File: src/verilog/tlk_rx_pkg.sv
/*
 * Shared constants and the received word type for the TLK2711 receive path.
 * The RTL modules refer to these by scoped name.
 */
package tlk_rx_pkg;

    // sizes
    localparam int ADDR_WIDTH      = 32;
    localparam int DLEN_WIDTH      = 16;
    localparam int FIFO_DEPTH_LOG2 = 11;
    localparam int FIFO_DEPTH      = 1 << FIFO_DEPTH_LOG2;
    localparam int PAD_ALIGN_BYTES = 8;
    localparam logic [DLEN_WIDTH-1:0] PAD_ROUND = DLEN_WIDTH'(PAD_ALIGN_BYTES - 1);

    //////////////////////////////
    // 8b/10b control codes
    localparam logic [15:0] SYNC_WORD      = 16'hC5BC;
    localparam logic [15:0] SOF_WORD       = 16'h5CFB;
    localparam logic [15:0] EOF_WORD       = 16'hFDFE;
    localparam logic [15:0] LINK_LOSS_WORD = 16'hFFFF;

    // header flag, split over two words
    localparam logic [15:0] HEAD_FLAG_HI = 16'hEB90;
    localparam logic [15:0] HEAD_FLAG_LO = 16'hE116;

    // end-flag byte of the type word
    localparam logic [7:0] TAIL_FLAG = 8'd1;

    //////////////////////////////
    // framing states
    localparam int STATE_WIDTH = 4;
    localparam logic [STATE_WIDTH-1:0] ST_IDLE = 4'd0;
    localparam logic [STATE_WIDTH-1:0] ST_SYNC = 4'd1;
    localparam logic [STATE_WIDTH-1:0] ST_HEAD = 4'd2;
    localparam logic [STATE_WIDTH-1:0] ST_TYPE = 4'd3;
    localparam logic [STATE_WIDTH-1:0] ST_LINE = 4'd4;
    localparam logic [STATE_WIDTH-1:0] ST_LEN  = 4'd5;
    localparam logic [STATE_WIDTH-1:0] ST_RECV = 4'd6;
    localparam logic [STATE_WIDTH-1:0] ST_CHK  = 4'd7;
    localparam logic [STATE_WIDTH-1:0] ST_END  = 4'd8;

    // one link word, as a halfword or as two bytes (type word: mode, end flag)
    typedef union packed {
        logic [15:0] half;
        struct packed {
            logic [7:0] hi;
            logic [7:0] lo;
        } bytes;
    } tlk_word_u;

endpackage

File: src/verilog/tlk_rx_frame_decoder.sv
/*
 * Framing FSM for the TLK2711 receive stream.
 * Captures the frame header, strobes out payload words one cycle late,
 * and flags sync-loss and link-loss words with a loss interrupt pulse.
 */
`timescale 1ns/1ps

module tlk_rx_frame_decoder (
    input  logic                              clk,
    input  logic                              rst,
    input  logic                              i_soft_rst,
    input  logic                              i_2711_rkmsb,
    input  logic                              i_2711_rklsb,
    input  tlk_rx_pkg::tlk_word_u             i_2711_rxd,
    output logic                              o_hdr_valid,
    output logic [tlk_rx_pkg::DLEN_WIDTH-1:0] o_frame_len,
    output logic                              o_tail_frame,
    output logic [15:0]                       o_line_num,
    output logic                              o_pay_valid,
    output tlk_rx_pkg::tlk_word_u             o_pay_data,
    output logic                              o_frame_end,
    output logic                              o_sync_loss,
    output logic                              o_link_loss,
    output logic                              o_loss_interrupt
);

    logic                               dec_rst;
    logic [tlk_rx_pkg::STATE_WIDTH-1:0] state;
    logic [tlk_rx_pkg::STATE_WIDTH-1:0] state_nxt;
    logic [15:0]                        prev_word;
    logic [tlk_rx_pkg::DLEN_WIDTH-2:0]  word_cnt;
    logic                               both_k;
    logic                               is_sync;
    logic                               is_sof;
    logic                               is_eof;
    logic                               is_head;
    logic                               last_word;
    logic                               is_sync_loss;
    logic                               is_link_loss;

    assign dec_rst = rst | i_soft_rst;
    assign both_k  = i_2711_rkmsb & i_2711_rklsb;

    // sync carries K only on the low byte
    assign is_sync = ~i_2711_rkmsb & i_2711_rklsb
                   & (i_2711_rxd.half == tlk_rx_pkg::SYNC_WORD);
    assign is_sof  = both_k & (i_2711_rxd.half == tlk_rx_pkg::SOF_WORD);
    assign is_eof  = both_k & (i_2711_rxd.half == tlk_rx_pkg::EOF_WORD);
    assign is_head = (prev_word == tlk_rx_pkg::HEAD_FLAG_HI)
                   & (i_2711_rxd.half == tlk_rx_pkg::HEAD_FLAG_LO);

    // length >= 2 bytes, so at least one payload word
    assign last_word = (word_cnt == o_frame_len[tlk_rx_pkg::DLEN_WIDTH-1:1] - 1'b1);

    assign is_sync_loss = ~i_2711_rkmsb & ~i_2711_rklsb
                        & (i_2711_rxd.half == tlk_rx_pkg::SYNC_WORD);
    assign is_link_loss = both_k & (i_2711_rxd.half == tlk_rx_pkg::LINK_LOSS_WORD);

    //////////////////////////////
    // framing FSM

    always_ff @(posedge clk) begin
        if (dec_rst) begin
            state <= tlk_rx_pkg::ST_IDLE;
        end else begin
            state <= state_nxt;
        end
    end

    always_comb begin
        state_nxt = state;
        case (state)
            tlk_rx_pkg::ST_IDLE: begin
                if (is_sync) begin
                    state_nxt = tlk_rx_pkg::ST_SYNC;
                end
            end
            tlk_rx_pkg::ST_SYNC: begin
                if (is_sof) begin
                    state_nxt = tlk_rx_pkg::ST_HEAD;
                end
            end
            tlk_rx_pkg::ST_HEAD: begin
                if (is_head) begin
                    state_nxt = tlk_rx_pkg::ST_TYPE;
                end
            end
            tlk_rx_pkg::ST_TYPE: state_nxt = tlk_rx_pkg::ST_LINE;
            tlk_rx_pkg::ST_LINE: state_nxt = tlk_rx_pkg::ST_LEN;
            tlk_rx_pkg::ST_LEN:  state_nxt = tlk_rx_pkg::ST_RECV;
            tlk_rx_pkg::ST_RECV: begin
                if (last_word) begin
                    state_nxt = tlk_rx_pkg::ST_CHK;
                end
            end
            // check word is passed over
            tlk_rx_pkg::ST_CHK:  state_nxt = tlk_rx_pkg::ST_END;
            tlk_rx_pkg::ST_END: begin
                if (is_eof) begin
                    state_nxt = tlk_rx_pkg::ST_IDLE;
                end
            end
            default: state_nxt = tlk_rx_pkg::ST_IDLE;
        endcase
    end

    //////////////////////////////
    // header and payload capture

    always_ff @(posedge clk) begin
        prev_word  <= i_2711_rxd.half;
        o_pay_data <= i_2711_rxd;
        if (state == tlk_rx_pkg::ST_TYPE) begin
            o_tail_frame <= (i_2711_rxd.bytes.lo == tlk_rx_pkg::TAIL_FLAG);
        end
        if (state == tlk_rx_pkg::ST_LINE) begin
            o_line_num <= i_2711_rxd.half;
        end
        if (state == tlk_rx_pkg::ST_LEN) begin
            o_frame_len <= i_2711_rxd.half;
        end
    end

    always_ff @(posedge clk) begin
        if (dec_rst) begin
            o_hdr_valid <= 1'b0;
            o_pay_valid <= 1'b0;
            o_frame_end <= 1'b0;
            word_cnt    <= '0;
        end else begin
            // length register is loaded by the same edge
            o_hdr_valid <= (state == tlk_rx_pkg::ST_LEN);
            o_pay_valid <= (state == tlk_rx_pkg::ST_RECV);
            o_frame_end <= (state == tlk_rx_pkg::ST_END) & is_eof;
            if (state == tlk_rx_pkg::ST_RECV) begin
                word_cnt <= word_cnt + 1'b1;
            end else begin
                word_cnt <= '0;
            end
        end
    end

    //////////////////////////////
    // loss detection

    // flag, then interrupt, then both clear
    always_ff @(posedge clk) begin
        if (dec_rst) begin
            o_sync_loss      <= 1'b0;
            o_link_loss      <= 1'b0;
            o_loss_interrupt <= 1'b0;
        end else begin
            if (is_sync_loss) begin
                o_sync_loss <= 1'b1;
            end else if (o_loss_interrupt) begin
                o_sync_loss <= 1'b0;
            end
            if (is_link_loss) begin
                o_link_loss <= 1'b1;
            end else if (o_loss_interrupt) begin
                o_link_loss <= 1'b0;
            end
            o_loss_interrupt <= ~o_loss_interrupt & (o_sync_loss | o_link_loss);
        end
    end

endmodule

File: config.mk
export PLATFORM = sky130hd
export DESIGN_NAME = tlk_rx_frame_decoder
export DESIGN_NICKNAME = d
export VERILOG_FILES = /design/src/verilog/tlk_rx_pkg.sv /design/src/verilog/tlk_rx_frame_decoder.sv
export SDC_FILE = /design/constraint.sdc
export NUM_CORES = 1
export LEC_CHECK = 0
export BUFFER_PORTS_ARGS = -buffer_cell sky130_fd_sc_hd__clkbuf_2
export CELL_PAD_IN_SITES_DETAIL_PLACEMENT = 0
export CELL_PAD_IN_SITES_GLOBAL_PLACEMENT = 1
export CORE_ASPECT_RATIO = 0.5
export CORE_MARGIN = 1
export CORE_UTILIZATION = 44
export CTS_CLUSTER_SIZE = 25
export DETAILED_ROUTE_END_ITERATION = 8
export PLACE_DENSITY = 0.86
export SYNTH_ARGS = -nofsm -noshare
export SYNTH_HDL_FRONTEND = slang
export SYNTH_SLANG_ARGS = --single-unit
export TNS_END_PERCENT = 10
File: constraint.sdc
create_clock -name clk -period 5.7 [get_ports clk]
set_input_delay 1.14 -clock clk [delete_from_list [all_inputs] [get_ports clk]]
set_output_delay 1.14 -clock clk [all_outputs]
set_load 0.1 [all_outputs]
==> results_dict.tcl, run 1 <==
set metrics [dict create \
    netlist_top_cells_area "edfxtp_1, dfxtp_1, xor2_1" \
    status "finished, final reports clean" \
    fill_cells 572 \
    finalMaxSlewViolations 0 \
    synth_commonest_cells "dfxtp_1, edfxtp_1, nor2_1, nand2_1, xor2_1" \
    synth.most_common_cell "dfxtp_1" \
    maxSlewHeadroom 0.483 \
    path_class "input port to flip-flop" \
    io_pins 76 \
    drt_iter0_markers 236 \
    synth-edff-count 33 \
    yosysSeqAreaShare 0.581 \
    vias_per_cell 5.46 \
    cpMaxStageDelayCell "or4_1" \
    drc_errors 0 \
    cts_resized 0 \
    grt_pass1_wl_mm 11.3 \
    synth.top_cell.area_share 0.318 \
    clk_pin_slew_ps 60 \
    gr-usage-met1 0.265 \
    critPathMostFrequentCell "nor3_1" \
    fp.dieW_microns 121 \
    area_delta_synth_final_pct 23.0 \
    hp-class "flip-flop to flip-flop" \
    dieArea_sq_um 7440 \
    num_antenna_cells 0 \
    numCtsBuffers 9 \
    finalWirelength_mm 7.34 \
    use_met2 0.343 \
    cp_max_fo 5 \
    post_cts_buffers 0 \
    coreArea_sq_um 6750 \
    grtUsageTotal 0.209 \
    cts_buffer_depth 2 \
    antenna_found_initial 0 \
    crit_path_start_kind "input port" \
    powerDensity_nw_per_um2 300 \
    leakagePower_nw 1.47 \
    ys.flop_type "dfxtp_1" \
    cts_tree "done" \
    cts_root_buf "clkbuf_16" \
    synth_area_sq_um 3120 \
    max_stage_delay_ps 560 \
    syn_inst 290 \
    gp_congestion 0.906 \
    rsz0062_at_grt "no" \
    tightest_slew_ps 775 \
    floorplan.die.height_microns 61.5 \
    clk_latency_ps 330 \
    drive_above_1_share 0.261 \
    ctsHoldBuffers 0 \
    vias 2528 \
    skew_ps 7.90 \
    final_area_sq_um 3830 \
    finalHoldViolCount 0 \
    wire_per_inst_microns 15.8 \
    finalPower_mw 1.15 \
    cts_max_level 3 \
    synth_top_area_cell "edfxtp_1" \
    avgSynthCellArea_sq_um 10.7 \
    cts_sinks 74 \
    grt_pass1_vias 2292 \
    top_usage_layer "met2" \
    ys_seq_elements 74 \
    synthDistinctLibCells 48 \
    initial_core_util 0.462 \
    required_ps 5900 \
    max_freq_mhz 379 \
    fin_nets 389 \
    period_share 0.462 \
    async_flop_share 0 \
    setup_viol 0 \
    grt_use_met3 0.0722 \
    ant_nets 0 \
    yosys_warnings 0 \
    crit_path_end_kind "flip-flop" \
    placed_area_sq_um 3560 \
    row_count 21 \
    crit_chain "clkbuf_2 > or4_1 > nor3_1 > nand3_1 > nor3_1 > a2bb2oi_1 > mux2i_1 > a31oi_1" \
    gr-total-overflow 0 \
    period_needed_ps 2640 \
    ir_worst_vdd_mv 0.226 \
    crit_arrival_ps 2830 \
    maxCapViolCount 0 \
    port_buffers 75 \
    post-dp-hpwl_mm 5.45 \
    dr.pass1.iters 4 \
    fin_tns_setup_ps 0 \
    grt_max_degree 17 \
    syn_nets 313 \
]
-- critical path, delay by kind of cell --
| family | cells | cell delay [ps] |
|---|---|---|
| AND/OR/NAND/NOR | 4 | 1040 |
| AO/OA/AOI/OAI | 2 | 330 |
| multiplexers | 1 | 210 |
| buffers and inverters | 1 | 110 |
-- where the power goes --
group	total (mW)	switching, mW	internal (mW)	leakage (nW)
Clock	0.518	0.220	0.297	0.138
Combinational	0.0718	0.0605	0.0112	0.696
Sequential	0.563	0.00334	0.559	0.631
Total	1.15	0.284	0.868	1.47
-- sequential cells by signal (all words and copies together) (netlist names), 4 cells and up --
name and cells:
prev_word 16, o_frame_len 16, o_line_num 16, state 4
word_cnt 15
-- layout by cell type, fill, tap and decap left out, types with 3 or more instances in the layout --
| cell | count |
|---|---|
| o21ai_0 | 11 |
| nor3_1 | 14 |
| inv_1 | 9 |
| and3_1 | 6 |
| nand3_1 | 13 |
| clkbuf_2 | 75 |
| clkbuf_16 | 9 |
| and2_1 | 6 |
| inv_6 | 4 |
| edfxtp_1 | 33 |
| a31oi_1 | 3 |
| nor2_1 | 21 |
| nand3b_1 | 3 |
| a21oi_1 | 13 |
| nand2b_1 | 4 |
| xor2_1 | 17 |
| dfxtp_1 | 41 |
| nand2_1 | 19 |
| or3_1 | 9 |
| nand4_1 | 9 |
| xnor2_1 | 7 |
| nor4_1 | 4 |
-- cells by family (layout without fill, tap and decap cells) --
kind of cell | count (synthesis) | in the layout | synth area share
simple gates | 127 | 127 | 0.229
flops | 74 | 74 | 0.581
compound gates | 42 | 42 | 0.0819
xor+xnor | 24 | 24 | 0.0674
buf+inv | 19 | 100 | 0.0257
fa+ha+maj | 2 | 2 | 0.00803
mux | 2 | 2 | 0.00642
-- metrics by stage --
step	instances	util	setup slack, ps	hold slack [ps]
after floorplan	290	-	2970	451
after global placement	447	0.527	2780	448
after detailed placement	447	0.527	2720	475
after CTS	463	0.568	3070	478
after global routing	463	0.568	2940	503
final	463	0.568	3060	473
-- worst paths after layout --
path | end | cells after the start | slack, ps | startpoint
setup / recovery | state[0] | 8 | 3060 | i_2711_rxd[3]
hold / removal | o_loss_interrupt | 1 | 470 | o_loss_interrupt
setup reg to reg | state[0] | 7 | 3150 | o_frame_len[5]
hold reg to reg | o_loss_interrupt | 1 | 470 | o_loss_interrupt
-- cell type report --
| cell class | instances | area (sq um) | share of cell area |
|---|---|---|---|
| Clock buffer | 9 | 225 | 0.0587 |
| Timing Repair Buffer | 75 | 375 | 0.0979 |
| Sequential cell | 74 | 1810 | 0.472 |
| Multi-Input combinational cell | 197 | 1220 | 0.319 |
| Clock inverter | 7 | 48.8 | 0.0127 |
| Tap cell | 92 | 115 | 0.0300 |
| Inverter | 9 | 33.8 | 0.00881 |
-- per-layer routing --
metal  up-vias  part of all wire
met5         -                 0
met4         0             0.013
met3        12             0.060
met2        96              0.46
met1      1193              0.47
li1       1227                 -
Power figures use the tool's default switching activity.
==> run 2: changes to the inputs <==
--- a/config.mk
+++ b/config.mk
@@ -10,10 +10,10 @@
 export CELL_PAD_IN_SITES_GLOBAL_PLACEMENT = 1
 export CORE_ASPECT_RATIO = 0.5
 export CORE_MARGIN = 1
-export CORE_UTILIZATION = 44
+export CORE_UTILIZATION = 37
 export CTS_CLUSTER_SIZE = 25
 export DETAILED_ROUTE_END_ITERATION = 8
-export PLACE_DENSITY = 0.86
+export PLACE_DENSITY = 0.78
 export SYNTH_ARGS = -nofsm -noshare
 export SYNTH_HDL_FRONTEND = slang
 export SYNTH_SLANG_ARGS = --single-unit
==> constraint.sdc (replaced) <==
create_clock -name clk -period 2.2 [get_ports clk]
set_input_delay 0.44 -clock clk [delete_from_list [all_inputs] [get_ports clk]]
set_output_delay 0.44 -clock clk [all_outputs]
set_load 0.1 [all_outputs]
==> results_dict.tcl, run 2 (synthesized netlist as in run 1, its figures left out) <==
set metrics [dict create \
    ant_nets 0 \
    min_from "i_2711_rxd[11]" \
    whs_endpoint "prev_word[11]" \
    cts_tree "done" \
    final_cell_mix "clkbuf_2, dfxtp_1, edfxtp_1, buf_4, nor2_1" \
    finalWirelength_mm 8.21 \
    finalPower_mw 3.24 \
    ctsHoldBuffers 0 \
    numCtsBuffers 9 \
    placed_area_sq_um 3810 \
    cts_max_level 3 \
    powerDensity_nw_per_um2 778 \
    period_needed_ps 2280 \
    hold_ws_ps 286 \
    maxCapViolCount 0 \
    dr.pass1.iters 4 \
    drt_iter0_markers 186 \
    crit_path_end_kind "flip-flop" \
    required_ps 2410 \
    gr-total-overflow 0 \
    post-dp-hpwl_mm 6.08 \
    io_pins 76 \
    gp_congestion 0.889 \
    p_int_mw 2.51 \
    placed_cells 497 \
    max_freq_mhz 439 \
    largest_registers "o_frame_len: 16 flops, o_line_num: 16 flops, prev_word: 16 flops" \
    swShare 0.224 \
    crit_arrival_ps 2480 \
    area_delta_synth_final_pct 33.5 \
    seqCellArea_sq_um 1810 \
    reg2reg_to "state[0]" \
    crit_chain "buf_4 > inv_1 > ha_2 > or3b_2 > o21ai_0 > o21ai_0 > mux2i_1 > o22ai_1 > nand4_1 > a31oi_1" \
    cts_buffer_depth 2 \
    cts_sinks 74 \
    path_class "flip-flop to flip-flop" \
    final_area_sq_um 4160 \
    dieArea_sq_um 8820 \
    fill_cells 733 \
    crit_path_start_kind "flip-flop" \
    cpMaxStageDelayCell "or3b_2" \
    fin_tns_setup_ps -76.4 \
    hp-class "input port to flip-flop" \
    fp.dieW_microns 132 \
    port_buffers 75 \
    hold_depth 1 \
    crit_buf_inv 2 \
    cts_root_buf "clkbuf_16" \
    setup_viol 1 \
    tightest_slew_ps 557 \
    wire_per_inst_microns 16.0 \
    vias 2640 \
    clk_latency_ps 330 \
    period_share 1.03 \
    finalHoldViolCount 0 \
    reg2reg_slack_ps -80 \
    maxSlewHeadroom 0.630 \
    p_comb_frac 0.060 \
    seqPwrFrac 0.451 \
    fin_nets 420 \
    p_sw_uw 724 \
    cp_max_fo 4 \
    coreArea_sq_um 8090 \
    layout.cells.non_filler 514 \
    vias_per_cell 5.14 \
    rr_startpoint "o_frame_len[1]" \
    final_common_cell "clkbuf_2" \
    setup_slack_ps -76.4 \
    violations "setup timing" \
    grt_pass1_wl_mm 13.0 \
    multi_input_area_sq_um 1240 \
    grtUsageTotal 0.199 \
    grt_max_degree 17 \
    finalMaxSlewViolations 0 \
    skew_ps 5.59 \
    leakagePower_nw 1.63 \
    ir_worst_vdd_mv 0.537 \
    drive_above_1_share 0.326 \
    floorplan.die.height_microns 66.9 \
    grt_pass1_vias 2568 \
    fin_util 0.514 \
    max_stage_delay_ps 520 \
    antenna_found_initial 0 \
    num_antenna_cells 0 \
    pwr-share-clk 0.489 \
    status "finished, violations left" \
    drc_errors 0 \
    crit_family "simple AND/OR/NAND/NOR gates" \
    reg2regPathDepth 10 \
    rsz0062_at_grt "yes" \
    place_ws_ps -41.2 \
    critPathMostFrequentCell "o21ai_0" \
    row_count 23 \
    initial_core_util 0.385 \
    clk_pin_slew_ps 60 \
]
-- run 2: cell types whose count changed in the layout (fill, tap and decap cells not counted), sizes merged --
cell,previous run,this run
buf,0,31
bufinv,0,2
clkbuf,84,87
clkinv,3,0
clkinvlp,0,1
inv,13,10
-- run 2: repair_timing --
action	4_1_cts	5_1_grt
cloned	0	0
endpoints found under the setup margin	1	1
pin swaps	3	4
gates resized for setup	2	3
setup buffers	1	0
-- run 2: layout make-up --
cell class,instances,share of cell area
multi-input combinational,197,0.299
sequential,74,0.435
tap,112,0.0337
clock buffer,12,0.0592
inverter,9,0.00812
clock inverter,4,0.0183
timing repair buffer,106,0.146
-- run 2: power by group through the flow --
stage                     logic [mW]  clock network, mW  registers (mW)
after global placement         0.193                  0            1.49
after global routing           0.201               1.67            1.46
final                          0.195               1.58            1.46
after floorplan               0.0131                  0            1.60
after CTS                      0.194               1.61            1.46
after detailed placement       0.194                  0            1.49
-- run 2: routing by layer --
layer  global-route usage  wire length [microns]
met1                0.232                   3650
met2                0.342                   4030
met3               0.0731                    412
met4               0.0654                    114
met5                    0                      0
-- run 2: worst reg2reg max path, delay by kind of cell (launching register included) --
kind,cells,cell delay (ps)
buf+inv,2,200
flops,1,380
mux,1,170
compound gates,4,550
simple gates,2,660
fa+ha+maj,1,190
-- run 2: how the worst max path moves through the flow --
| stage | cells after the start | from | slack [ps] | end |
|---|---|---|---|---|
| floorplan | 8 | o_frame_len[3] | -490 | state[0] |
| global placement | 8 | i_2711_rxd[3] | -20 | state[0] |
| detailed placement | 7 | o_frame_len[5] | -40 | state[0] |
| CTS | 7 | o_frame_len[5] | -40 | state[0] |
| global route | 10 | o_frame_len[1] | -180 | state[0] |
| finish | 10 | o_frame_len[1] | -80 | state[0] |
