==> src/verilog/tlk_rx_pkg.sv <==
/*
 * Shared constants and the received word type for the TLK2711 receive path.
 * The RTL modules refer to these by scoped name.
 */
package tlk_rx_pkg;

    // sizes
    localparam int ADDR_WIDTH      = 32;
    localparam int DLEN_WIDTH      = 16;
    localparam int FIFO_DEPTH_LOG2 = 11;
    localparam int FIFO_DEPTH      = 1 << FIFO_DEPTH_LOG2;
    localparam int PAD_ALIGN_BYTES = 8;
    localparam logic [DLEN_WIDTH-1:0] PAD_ROUND = DLEN_WIDTH'(PAD_ALIGN_BYTES - 1);

    //////////////////////////////
    // 8b/10b control codes
    localparam logic [15:0] SYNC_WORD      = 16'hC5BC;
    localparam logic [15:0] SOF_WORD       = 16'h5CFB;
    localparam logic [15:0] EOF_WORD       = 16'hFDFE;
    localparam logic [15:0] LINK_LOSS_WORD = 16'hFFFF;

    // header flag, split over two words
    localparam logic [15:0] HEAD_FLAG_HI = 16'hEB90;
    localparam logic [15:0] HEAD_FLAG_LO = 16'hE116;

    // end-flag byte of the type word
    localparam logic [7:0] TAIL_FLAG = 8'd1;

    //////////////////////////////
    // framing states
    localparam int STATE_WIDTH = 4;
    localparam logic [STATE_WIDTH-1:0] ST_IDLE = 4'd0;
    localparam logic [STATE_WIDTH-1:0] ST_SYNC = 4'd1;
    localparam logic [STATE_WIDTH-1:0] ST_HEAD = 4'd2;
    localparam logic [STATE_WIDTH-1:0] ST_TYPE = 4'd3;
    localparam logic [STATE_WIDTH-1:0] ST_LINE = 4'd4;
    localparam logic [STATE_WIDTH-1:0] ST_LEN  = 4'd5;
    localparam logic [STATE_WIDTH-1:0] ST_RECV = 4'd6;
    localparam logic [STATE_WIDTH-1:0] ST_CHK  = 4'd7;
    localparam logic [STATE_WIDTH-1:0] ST_END  = 4'd8;

    // one link word, as a halfword or as two bytes (type word: mode, end flag)
    typedef union packed {
        logic [15:0] half;
        struct packed {
            logic [7:0] hi;
            logic [7:0] lo;
        } bytes;
    } tlk_word_u;

endpackage

==> src/verilog/tlk_rx_dma_ctrl.sv <==
/*
 * DMA write side of the receive path. Issues one command per frame with
 * the length rounded up to 8 bytes, forwards payload words to the FIFO
 * with zero pads, steps the write address and keeps frame statistics.
 */
`timescale 1ns/1ps

module tlk_rx_dma_ctrl (
    input  logic                              clk,
    input  logic                              rst,
    input  logic                              i_hdr_valid,
    input  logic [tlk_rx_pkg::DLEN_WIDTH-1:0] i_frame_len,
    input  logic                              i_tail_frame,
    input  logic                              i_pay_valid,
    input  tlk_rx_pkg::tlk_word_u             i_pay_data,
    input  logic                              i_frame_end,
    input  logic                              i_wr_cmd_ack,
    input  logic                              i_rx_start,
    input  logic [tlk_rx_pkg::ADDR_WIDTH-1:0] i_rx_base_addr,
    input  logic                              i_wr_finish,
    output logic                              o_wr_cmd_req,
    output logic [tlk_rx_pkg::ADDR_WIDTH-1:0] o_wr_cmd_addr,
    output logic [tlk_rx_pkg::DLEN_WIDTH-1:0] o_wr_cmd_len,
    output logic                              o_fifo_wr_en,
    output logic [15:0]                       o_fifo_wr_data,
    output logic                              o_rx_interrupt,
    output logic [31:0]                       o_rx_total_packet,
    output logic [15:0]                       o_rx_packet_tail,
    output logic [15:0]                       o_rx_body_num
);

    logic [tlk_rx_pkg::DLEN_WIDTH-1:0] round_len;
    logic [tlk_rx_pkg::DLEN_WIDTH-1:0] pad_bytes;
    logic [tlk_rx_pkg::DLEN_WIDTH-1:0] valid_len;
    logic [tlk_rx_pkg::ADDR_WIDTH-1:0] wr_addr;
    logic [tlk_rx_pkg::DLEN_WIDTH-2:0] pay_left;
    logic [1:0]                        pad_left;
    logic                              last_pay;
    logic                              tail_ack;
    logic                              tail_pending;
    logic                              tail_seen;

    assign round_len = (i_frame_len + tlk_rx_pkg::PAD_ROUND) & ~tlk_rx_pkg::PAD_ROUND;
    assign pad_bytes = o_wr_cmd_len - valid_len;
    assign last_pay  = i_pay_valid & (pay_left == 1);
    assign tail_ack  = tail_pending & o_wr_cmd_req & i_wr_cmd_ack;

    assign o_rx_interrupt = tail_seen & i_wr_finish;

    //////////////////////////////
    // command and FIFO write

    always_ff @(posedge clk) begin
        if (i_hdr_valid) begin
            o_wr_cmd_len  <= round_len;
            o_wr_cmd_addr <= wr_addr;
            valid_len     <= i_frame_len;
        end
        // zero when no payload, which is the pad word
        o_fifo_wr_data <= i_pay_valid ? i_pay_data.half : 16'h0000;
    end

    always_ff @(posedge clk) begin
        if (rst) begin
            o_wr_cmd_req <= 1'b0;
            o_fifo_wr_en <= 1'b0;
            pay_left     <= '0;
            pad_left     <= '0;
            wr_addr      <= '0;
            tail_pending <= 1'b0;
        end else begin
            if (i_hdr_valid) begin
                o_wr_cmd_req <= 1'b1;
            end else if (i_wr_cmd_ack) begin
                o_wr_cmd_req <= 1'b0;
            end

            o_fifo_wr_en <= i_pay_valid | (pad_left != 0);

            if (i_hdr_valid) begin
                pay_left <= i_frame_len[tlk_rx_pkg::DLEN_WIDTH-1:1];
            end else if (i_pay_valid && pay_left != 0) begin
                pay_left <= pay_left - 1'b1;
            end

            // pads follow the last payload word back to back
            if (last_pay) begin
                pad_left <= pad_bytes[2:1];
            end else if (pad_left != 0) begin
                pad_left <= pad_left - 1'b1;
            end

            if (i_rx_start) begin
                wr_addr <= i_rx_base_addr;
            end else if (i_frame_end) begin
                wr_addr <= wr_addr + tlk_rx_pkg::ADDR_WIDTH'(o_wr_cmd_len);
            end

            if (i_hdr_valid) begin
                tail_pending <= i_tail_frame;
            end
        end
    end

    //////////////////////////////
    // statistics

    always_ff @(posedge clk) begin
        if (rst) begin
            o_rx_body_num     <= '0;
            o_rx_total_packet <= '0;
            o_rx_packet_tail  <= '0;
            tail_seen         <= 1'b0;
        end else begin
            if (i_rx_start) begin
                o_rx_body_num     <= '0;
                o_rx_total_packet <= '0;
                o_rx_packet_tail  <= '0;
            end else begin
                if (i_frame_end) begin
                    o_rx_body_num     <= o_rx_body_num + 1'b1;
                    o_rx_total_packet <= o_rx_total_packet + 32'(valid_len);
                end
                if (tail_ack) begin
                    o_rx_packet_tail <= valid_len;
                end
            end

            // held until the DMA reports the tail write done
            if (tail_ack) begin
                tail_seen <= 1'b1;
            end else if (i_wr_finish) begin
                tail_seen <= 1'b0;
            end
        end
    end

endmodule

==> config.mk <==
export PLATFORM = sky130hd
export DESIGN_NAME = tlk_rx_dma_ctrl
export DESIGN_NICKNAME = d
export VERILOG_FILES = /design/src/verilog/tlk_rx_pkg.sv /design/src/verilog/tlk_rx_dma_ctrl.sv
export SDC_FILE = /design/constraint.sdc
export NUM_CORES = 1
export LEC_CHECK = 0
export BUFFER_PORTS_ARGS = -buffer_cell sky130_fd_sc_hd__buf_2
export CORE_UTILIZATION = 40
export CTS_BUF_LIST = sky130_fd_sc_hd__clkbuf_16
export CTS_CLUSTER_SIZE = 10
export DETAILED_ROUTE_END_ITERATION = 7
export PLACE_DENSITY = 0.69
export SYNTH_ARGS = -nofsm -noshare
export SYNTH_HDL_FRONTEND = slang
export SYNTH_SLANG_ARGS = --single-unit
==> constraint.sdc <==
create_clock -name clk -period 7.4 [get_ports clk]
set_input_delay 0.74 -clock clk [delete_from_list [all_inputs] [get_ports clk]]
set_output_delay 0.74 -clock clk [all_outputs]
set_load 0.03 [all_outputs]
==> reports/metrics.yaml, run 1 <==
placed_design:
  gp_congestion: 0.8840
  post-place-cells: 1385
  portBuffers: 200
  hpwl_um: 16460
floorplan:
  std_cell_rows: 54
  die_y_um: 153.3
  initial_core_util: 0.4131
  core_mm2: 0.02216
  dieWidth_um: 153.3
  dieArea_mm2: 0.02349
  pin_count: 204
drt:
  first_pass_iters: 5
  routed_via_density: 5.265
  via_count: 7461
  drc_errors: 0
  ant_nets: 0
  wirelength_um: 22800
  first_iter_violations: 439
  post_drt_wl_per_cell_um: 16.09
yosys:
  synthCells: 938
  synth-xor-area-share: 0.08037
  synth_warnings: 0
  synthMuxAreaShare: 0.03499
  netlist_area_mm2: 0.009154
  synth-seq-cells: 194
  synth_top_family_by_area: "simple AND/OR/NAND/NOR gates"
  synth_top_area_cell: "dfxtp_1"
  synth_top_area_frac: 0.2909
  synth_edf_count: 61
  synth-main-ff-cell: "dfxtp_1"
  synth_simple_gate_area_share: 0.1685
  synth_compound_area_frac: 0.1415
  async_flop_share: 0
  synth_adder_area_share: 0.05221
  synth_area_leaders: "dfxtp_1 29%, edfxtp_1 20%, xor2_1 5.2%"
  ys_seq_area_frac: 0.4910
  synth.distinct_cells: 62
  synth_area_per_cell_um2: 9.759
critical_path:
  timing.rr.start: "valid_len[0]"
  worstPathRequired_ns: 7.69
  reg2reg_to: "o_rx_total_packet[16]"
  critPathKind: "reg -> reg"
  rrSetupSlack_ns: 4.57
  crit_fanout: 4
  arrival_ns: 3.12
  end_kind: "flop"
  reg2reg_depth: 9
  startpoint_type: "flop"
cells_and_area:
  final_cells: 1417
  layout-drive-gt1-share: 0.2199
  fill_cells: 2101
  final_util: 0.4957
  final_net_count: 1234
  antenna_cells: 0
  area_growth_pct: 20.00
clocking:
  numCtsBuffers: 17
  cts_setup_buffers: 0
  cts_tree: "built"
  cts_root_buf: "clkbuf_16"
  clock_latency_ns: 0.43
  cts_resized: 0
  ctsHoldBuffers: 0
  cts.sinks: 194
  cts_htree_levels: 4
  cts_buffer_depth: 2
  clkTransAtPathRegs_ns: 0.07
sta:
  skew_ns: 0.009016
  maxSlewViolCount: 0
  worst_pin_slew_ns: 0.8481
  setup_tns_ns: 0
  fin_crit_sh: 0.3821
  min_period_ns: 2.828
  fmax_mhz: 353.6
  finalSetupViolCount: 0
  final-hold-violation-count: 0
  rsz0062_at_grt: "false"
  max-slew-margin-rel: 0.4340
run:
  maxCapViolCount: 0
run_status:
  outcome: "finished, final reports clean"
pwr:
  ir_worst_vdd_mv: 0.1459
  power.total_mw: 2.588
  powerDensity_mw_per_mm2: 235.6
  leakage_nw: 4.795
global_routing:
  grt_pass1_vias: 7205
  grt.overflow.total: 0
  track_usage: 0.1990
  antenna_found_initial: 0
  grt_pass1_wl_um: 37240
  grt_max_degree: 64
hold_path:
  hp-class: "reg -> reg"
  hold_end: "o_wr_cmd_addr[0]"
  hold_start: "wr_addr[0]"
  hold_depth: 0
stage by stage:
| stage | setup WS (ns) | hold WS, ns | instance area (µm²) |
|---|---|---|---|
| 3_3_place_gp | 4.432 | 0.4109 | 10380 |
| 5_1_grt | 4.386 | 0.4446 | 10980 |
| 3_5_place_dp | 4.331 | 0.4176 | 10380 |
| 2_1_floorplan | 4.678 | 0.4064 | 9161 |
| 6_report | 4.572 | 0.4328 | 10980 |
| 4_1_cts | 4.594 | 0.4350 | 10980 |
area by class of cell:
cell class,count,area [µm²],area share
Clock buffer,19,475.5,0.04329
Clock inverter,13,127.6,0.01162
Inverter,30,112.6,0.01025
Multi-Input combinational cell,676,4383,0.3990
Sequential cell,194,4494,0.4092
Tap cell,280,350.3,0.03189
Timing Repair Buffer,205,1041,0.09477
kinds of logic (layout without fill, tap and decap cells):
kind of cell	after synthesis	in the layout
AO/OA/AOI/OAI	199	199
XOR/XNOR	84	84
adder cells (fa/ha/maj)	37	37
buffers and inverters	70	267
flip-flops	194	194
multiplexers	32	32
other	1	3
AND/OR/NAND/NOR	321	321
flip-flops by register name, indices dropped and copies added, names as in the netlist, 15 cells and up:
signal	cells
o_rx_total_packet	32
wr_addr	32
valid_len	16
o_rx_packet_tail	16
o_rx_body_num	16
pay_left	15
o_fifo_wr_data	16
o_wr_cmd_addr	32
critical path, cell delays in order, from the launching register on:
cell,delay [ns]
edfxtp_1,0.45
ha_1,0.26
fa_1,0.45
a211oi_2,0.33
o21ai_0,0.17
a211oi_2,0.45
o211ai_1,0.23
nand3_1,0.14
xor2_1,0.16
nor2_1,0.05
cells in the mapped netlist (all sizes together) (2+ instances only):
cell / n
buf: 9
or2: 3
o21a: 10
nand3: 23
fa: 2
nor4: 5
xor2: 54
a221oi: 6
or4: 4
a211oi: 12
a21o: 11
edfxtp: 61
nor2: 110
inv: 30
dfxtp: 133
and2: 20
or3: 7
o211ai: 15
xnor2: 30
nand2: 86
nand2b: 2
o21bai: 6
a211o: 3
o22ai: 3
nor3b: 5
and4: 3
o2111ai: 3
a2111oi: 5
and3: 13
nand4: 14
nor3: 14
a21oi: 86
clkbuf: 31
ha: 35
nor2b: 8
mux2i: 32
a31oi: 5
o21ai: 27
nand3b: 2
power breakdown:
group | internal, mW | switching (mW) | leakage [nW]
combinational | 0.162 | 0.272 | 2.80
sequential | 1.16 | 0.0478 | 1.70
clock | 0.536 | 0.405 | 0.300
layer usage:
metal  GRT usage  routed length (µm)  up-vias
li1            -                   -     3703
met1      0.2667               10940     3503
met2      0.3203               10300      228
met3     0.03771                1100       27
met4     0.06926                 462        0
met5           0                   0        -
layout by cell type, fill, tap and decap left out, types with 7 or more instances in the layout:
cell	count
mux2i_1	32
o21ai_0	21
nand3_1	22
edfxtp_1	61
nand2_1	86
o211ai_1	15
clkbuf_16	19
and3_1	13
nor2_1	110
and2_1	20
nor2b_1	8
or3_1	7
inv_1	32
xnor2_1	30
a21oi_1	86
a21o_1	10
o21a_1	10
a211oi_1	9
dfxtp_1	133
nor3_1	14
buf_2	199
ha_1	35
xor2_1	54
nand4_1	14
how the worst max path moves through the flow:
stage	slack, ns	to	cells past startpoint	from
2_1_floorplan	4.68	wr_addr[15]	9	o_wr_cmd_len[3]
3_3_place_gp	4.43	o_rx_total_packet[30]	9	i_frame_end
3_5_place_dp	4.33	o_rx_total_packet[26]	9	i_frame_end
4_1_cts	4.59	wr_addr[31]	9	o_wr_cmd_len[3]
5_1_grt	4.39	o_rx_total_packet[26]	9	valid_len[0]
6_report	4.57	o_rx_total_packet[16]	9	valid_len[0]
No activity file was read; power rests on OpenSTA's default activity.
==> run 2, diff against run 1 <==
- ABC_AREA: unset -> 1
- PLACE_DENSITY: 0.69 -> 0.7
- clock period: 7.4 -> 2.6 ns (I/O delays scaled with it)
==> run 2 against run 1 <==
Net effect:
- flip-flop and latch count stayed put
- sequential power grew to 2.9 times the previous value
- core utilization is 0.31 points lower
- synthesized cell count is 49% higher
- count of clock-buffer cells in the layout is 2 lower
- critical endpoint is now wr_addr[15]
- largest cell class is now multi-input gates
==> reports/metrics.yaml, run 2 <==
yosys:
  synth_most_common_cell: "nand2_1"
  synth_area_leaders: "dfxtp_1 26%, edfxtp_1 18%, nand2_1 14%"
  ys_seq_area_frac: 0.4380
  synth_commonest_cells: "371 x nand2_1, 181 x inv_1, 152 x nor2_1"
  synth.distinct_cells: 45
  synth_simple_gate_area_share: 0.2948
  synth-xor-area-share: 0.02987
  synth_edf_count: 61
  synthMuxAreaShare: 0
  synth_compound_area_frac: 0.1056
  synth_top_area_frac: 0.2595
  synth_adder_area_share: 0.04658
  synth-seq-cells: 194
  synthCells: 1397
  synth_area_per_cell_um2: 7.345
  async_flop_share: 0
  netlist_area_mm2: 0.01026
  synth-main-ff-cell: "dfxtp_1"
  synth_top_area_cell: "dfxtp_1"
  synth_top_family_by_area: "simple AND/OR/NAND/NOR gates"
  synth_warnings: 0
critical_path:
  cpMostUsedCell: "nand3_1"
  crit_chain: "ha_1 > fa_1 > nand3_1 > nand3_1 > nand3_1 > nand3_1 > o21ai_0 > a21oi_1"
  arrival_ns: 2.57
  worstPathRequired_ns: 2.91
  critPathTopFamily: "adder cells"
  crit_end: "wr_addr[15]"
  max_stage_delay_ns: 0.46
  startpoint_type: "flop"
  crit_start: "o_wr_cmd_len[3]"
  critPathSlowestCell: "fa_1"
  path_depth: 8
  timing.rr.start: "o_wr_cmd_len[3]"
  reg2reg_to: "wr_addr[15]"
  reg2reg_depth: 8
  end_kind: "flop"
  crit_fanout: 4
  rrSetupSlack_ns: 0.34
  critPathKind: "reg -> reg"
  cp_num_buf_inv: 0
sta:
  fmax_mhz: 442.5
  finalSetupViolCount: 0
  worst_pin_slew_ns: 0.5552
  max-slew-margin-rel: 0.6299
  skew_ns: 0.01583
  maxSlewViolCount: 0
  rsz0062_at_grt: "false"
  setup_tns_ns: 0
  min_period_ns: 2.260
  fin_crit_sh: 0.8691
  fin_ws_ns: 0.3403
  final-hold-violation-count: 0
hold_path:
  hp-class: "in -> reg"
global_routing:
  grt_max_degree: 81
  grt.overflow.total: 0
  grt_pass1_vias: 9072
  antenna_found_initial: 0
  track_usage: 0.2246
  grt_pass1_wl_um: 46690
run_status:
  outcome: "finished, final reports clean"
cells_and_area:
  layout-drive-gt1-share: 0.1679
  fin_area_mm2: 0.01240
  final_cell_mix: "371 x nand2_1, 199 x buf_2, 181 x inv_1, 151 x nor2_1, 133 x dfxtp_1"
  antenna_cells: 0
  reg_top3: "o_rx_total_packet (32), o_wr_cmd_addr (32), wr_addr (32)"
  area_growth_pct: 20.89
  final_common_cell: "nand2_1"
  final_net_count: 1717
clocking:
  cts_htree_levels: 4
  cts.sinks: 194
  cts_tree: "built"
  cts_resized: 0
  numCtsBuffers: 17
  cts_buffer_depth: 2
  clkTransAtPathRegs_ns: 0.09
  clock_latency_ns: 0.45
  cts_root_buf: "clkbuf_16"
placed_design:
  post-place-ws_ns: 0.3776
  portBuffers: 200
  hpwl_um: 21600
  post_dp_cell_area_mm2: 0.01162
  gp_congestion: 0.9544
floorplan:
  core_mm2: 0.02518
  die_y_um: 162.2
  std_cell_rows: 58
  initial_core_util: 0.4075
  pin_count: 204
  dieWidth_um: 162.2
  dieArea_mm2: 0.02630
drt:
  via_count: 9850
  wirelength_um: 29140
  first_iter_violations: 847
  ant_nets: 0
  drc_errors: 0
  routed_via_density: 5.051
  first_pass_iters: 5
  post_drt_wl_per_cell_um: 14.95
pwr:
  powerDensity_mw_per_mm2: 610.3
  leakage_nw: 5.984
  ir_worst_vdd_mv: 0.3533
run:
  maxCapViolCount: 0
run 2: cell count changes after synthesis, moves of 22 or more:
cell / previous run / this run
nand2_1: 86 / 371
nand3_1: 22 / 113
nor2_1: 110 / 152
xnor2_1: 30 / 8
xor2_1: 54 / 27
mux2i_1: 32 / 0
inv_1: 30 / 181
run 2: worst min path at each step:
stage,from,slack [ns],depth (start not counted),endpoint
2_1_floorplan,i_pay_data[0],0.36,2,o_fifo_wr_data[0]
3_3_place_gp,wr_addr[0],0.41,0,o_wr_cmd_addr[0]
5_1_grt,i_rx_base_addr[2],0.03,3,wr_addr[2]
6_report,i_tail_frame,0.03,3,tail_pending
4_1_cts,i_tail_frame,0.02,3,tail_pending
3_5_place_dp,wr_addr[0],0.42,0,o_wr_cmd_addr[0]
run 2: layout make-up:
cell class                 instances  area (µm²)
fill                            2480       12780
tap                              330       412.9
multi-input combinational        981        4907
clock inverter                    15       198.9
clock buffer                      17       425.4
inverter                         187       701.9
sequential                       194        4494
timing repair buffer             226        1264
run 2: logic make-up after synthesis:
family          Yosys count
buf+inv                 224
other cells               1
flops                   194
fa+ha+maj                37
simple gates            709
compound gates          197
xor+xnor                 35
run 2: through the flow:
stage               hold slack [ns]  total power, mW  utilization  std cells
floorplan                    0.3576            4.426            -       1399
global placement             0.4073            4.826       0.4614       1902
detailed placement           0.4210            4.856       0.4614       1902
CTS                         0.01958            7.620       0.4926       1950
global route                0.03475            7.910       0.4926       1950
finish                      0.02900            7.571       0.4926       1950
run 2: what timing repair did:
item,in CTS,in global routing
hold buffers,16,0
hold endpoints to repair,16,0
buffers inserted,0,0
run 2: metal layers:
metal  up-vias  track usage  routed length [µm]
met3        34      0.03498                1831
li1       4950            -                   -
met4         0      0.05703                 373
met2       354       0.3572               13130
met5         -            0                   0
met1      4512       0.3169               13810
run 2: power by group:
part | leakage [nW] | internal [mW] | switching, mW | total, mW
combinational | 3.98 | 0.453 | 0.919 | 1.37
sequential | 1.70 | 3.31 | 0.138 | 3.45
clock | 0.302 | 1.33 | 1.42 | 2.75
run 2: worst min-delay path: cells and delay by family:
| kind | cells | cell delay (ns) |
|---|---|---|
| and+or+nand+nor | 2 | 0.11 |
| buffers and inverters | 1 | 0.07 |
==> run 3, diff against run 2 <==
- ABC_AREA: 1 -> unset
- GPL_TIMING_DRIVEN: unset -> 0
- PLACE_DENSITY: 0.7 -> 0.71
==> run 3 against run 2 <==
Net effect:
- combinational power fell by 4%
- wire length fell by 16%
- register-to-register slack got worse by 0.31 ns
- critical path depth rose by 1
- worst setup slack got worse by 0.31 ns
- first-iteration DRC count fell by 60%
- highest routed layer unchanged
- design area fell by 8.9%
- sequential power barely moved
- via count fell by 22%
- final cell count fell by 25%
- critical endpoint unchanged
- clock skew fell by 0.0065 ns
- sequential share of layout area rose by 3.5 points
==> reports/metrics.yaml, run 3 (same netlist as run 1, synthesis figures left out) <==
critical_path:
  path_depth: 9
  cp_num_buf_inv: 0
  crit_fanout: 3
  crit_chain: "ha_2 > fa_2 > a211oi_4 > nor4_4 > or3_4 > a21o_1 > a21oi_2 > xor2_1 > o21ai_1"
  critPathTopFamily: "compound AO/OA/AOI/OAI gates"
  worstPathRequired_ns: 2.92
  max_stage_delay_ns: 0.44
  reg2reg_depth: 9
  end_kind: "flop"
  critPathKind: "reg -> reg"
  arrival_ns: 2.88
  critPathSlowestCell: "edfxtp_1"
  startpoint_type: "flop"
global_routing:
  track_usage: 0.2076
  grt_pass1_vias: 7185
  grt_max_degree: 63
  grt.overflow.total: 0
  busiest_layer: "met2"
  grt_use_met1: 0.2755
  grt_pass1_wl_um: 37910
  antenna_found_initial: 0
  grtUsageMet2: 0.3342
  grt_use_met3: 0.04451
cells_and_area:
  area_growth_pct: 23.51
  final_net_count: 1275
  multiInputGateArea_mm2: 0.004517
  final_cells: 1458
  antenna_cells: 0
  regArea_mm2: 0.004494
  reg_top3: "o_rx_total_packet (32), o_wr_cmd_addr (32), wr_addr (32)"
  fill_cells: 2047
  final_cell_mix: "201 x buf_2, 133 x dfxtp_1, 109 x nor2_1, 86 x nand2_1, 82 x a21oi_1"
  fin_area_mm2: 0.01131
  layout-drive-gt1-share: 0.2385
  final_common_cell: "buf_2"
run:
  maxCapViolCount: 0
drt:
  wirelength_um: 24370
  drc_errors: 0
  post_drt_wl_per_cell_um: 16.72
  via_count: 7703
  routed_via_density: 5.283
  first_pass_iters: 5
  ant_nets: 0
  first_iter_violations: 336
sta:
  fin_crit_sh: 0.9868
  min_period_ns: 2.566
  setup_tns_ns: 0
  max-slew-margin-rel: 0.4586
  fin_ws_ns: 0.03439
  fmax_mhz: 389.8
  rsz0062_at_grt: "true"
  finalSetupViolCount: 0
  final-hold-violation-count: 0
  skew_ns: 0.009347
  worst_pin_slew_ns: 0.8121
  maxSlewViolCount: 0
floorplan:
  die_y_um: 153.3
  dieWidth_um: 153.3
  pin_count: 204
  core_mm2: 0.02216
  std_cell_rows: 54
  initial_core_util: 0.4131
  dieArea_mm2: 0.02349
hold_path:
  hold_depth: 2
  hp-class: "in -> reg"
pwr:
  power.total_mw: 7.513
  powerDensity_mw_per_mm2: 664.6
  leakage_nw: 4.864
  ir_worst_vdd_mv: 0.4207
placed_design:
  post-place-cells: 1420
  post-place-ws_ns: -0.2157
  gp_congestion: 0.8983
  post_dp_cell_area_mm2: 0.01053
  portBuffers: 200
  hpwl_um: 18140
clocking:
  clkTransAtPathRegs_ns: 0.07
  cts.sinks: 194
  clock_latency_ns: 0.43
  cts_buffer_depth: 2
  numCtsBuffers: 17
  cts_htree_levels: 4
  cts_root_buf: "clkbuf_16"
  cts_tree: "built"
  ctsHoldBuffers: 0
run_status:
  outcome: "finished, final reports clean"
-- run 3: cell types whose count changed in the layout (fill, tap and decap cells not counted), sizes merged, moves of 16 or more --
cell | previous run | this run
a21oi | 104 | 86
a22oi | 20 | 0
and2 | 2 | 20
clkbuf | 17 | 47
dlygate4sd3 | 16 | 0
inv | 195 | 34
mux2i | 0 | 32
nand2 | 377 | 86
nand3 | 118 | 23
nor2 | 160 | 110
o21ai | 51 | 27
xnor2 | 8 | 30
xor2 | 27 | 54
-- run 3: worst paths after layout --
| check | to | startpoint | slack, ns |
|---|---|---|---|
| worst max register to register | wr_addr[15] | o_wr_cmd_len[3] | 0.03 |
| worst min register to register | o_wr_cmd_addr[2] | wr_addr[2] | 0.43 |
| worst min-delay path | o_fifo_wr_data[5] | i_pay_data[5] | 0.03 |
| worst max-delay path | wr_addr[15] | o_wr_cmd_len[3] | 0.03 |
-- run 3: final cells by class --
cell class | count | area share
Inverter | 30 | 0.009960
Buffer | 39 | 0.01483
Multi-Input combinational cell | 676 | 0.3995
Timing Repair Buffer | 207 | 0.09374
Clock buffer | 17 | 0.03763
Tap cell | 280 | 0.03099
Sequential cell | 194 | 0.3975
Clock inverter | 15 | 0.01583
-- run 3: power by group --
part / internal [mW] / switching [mW] / leakage, nW
Sequential: 3.31 / 0.136 / 1.70
Clock: 1.52 / 1.22 / 0.288
Combinational: 0.502 / 0.821 / 2.88
-- run 3: timing repair --
| item | in CTS | in global routing |
|---|---|---|
| hold endpoints to repair | 0 | 0 |
| endpoints found under the setup margin | 20 | 30 |
| gates cloned | 0 | 0 |
| pin swaps | 4 | 7 |
| resized for setup | 3 | 20 |
| buffers inserted | 5 | 2 |
-- run 3: routing by layer --
metal / routed length, µm / share of wire / vias up
met3: 1433 / 0.059 / 35
met4: 470 / 0.019 / 0
li1: - / - / 3775
met5: 0 / 0 / -
met1: 11240 / 0.46 / 3629
met2: 11230 / 0.46 / 264
-- run 3: through the flow --
stage            util  hold slack [ns]
3_3_place_gp   0.4751           0.4119
6_report       0.5102          0.02700
2_1_floorplan       -           0.3589
3_5_place_dp   0.4751           0.4148
4_1_cts        0.5045         0.006847
5_1_grt        0.5102          0.01031
-- run 3: worst register-to-register path: stages (launching register included) --
cell      delay, ns
edfxtp_1       0.44
ha_2           0.22
fa_2           0.38
a211oi_4       0.36
nor4_4         0.10
or3_4          0.39
a21o_1         0.17
a21oi_2        0.13
xor2_1         0.18
o21ai_1        0.08
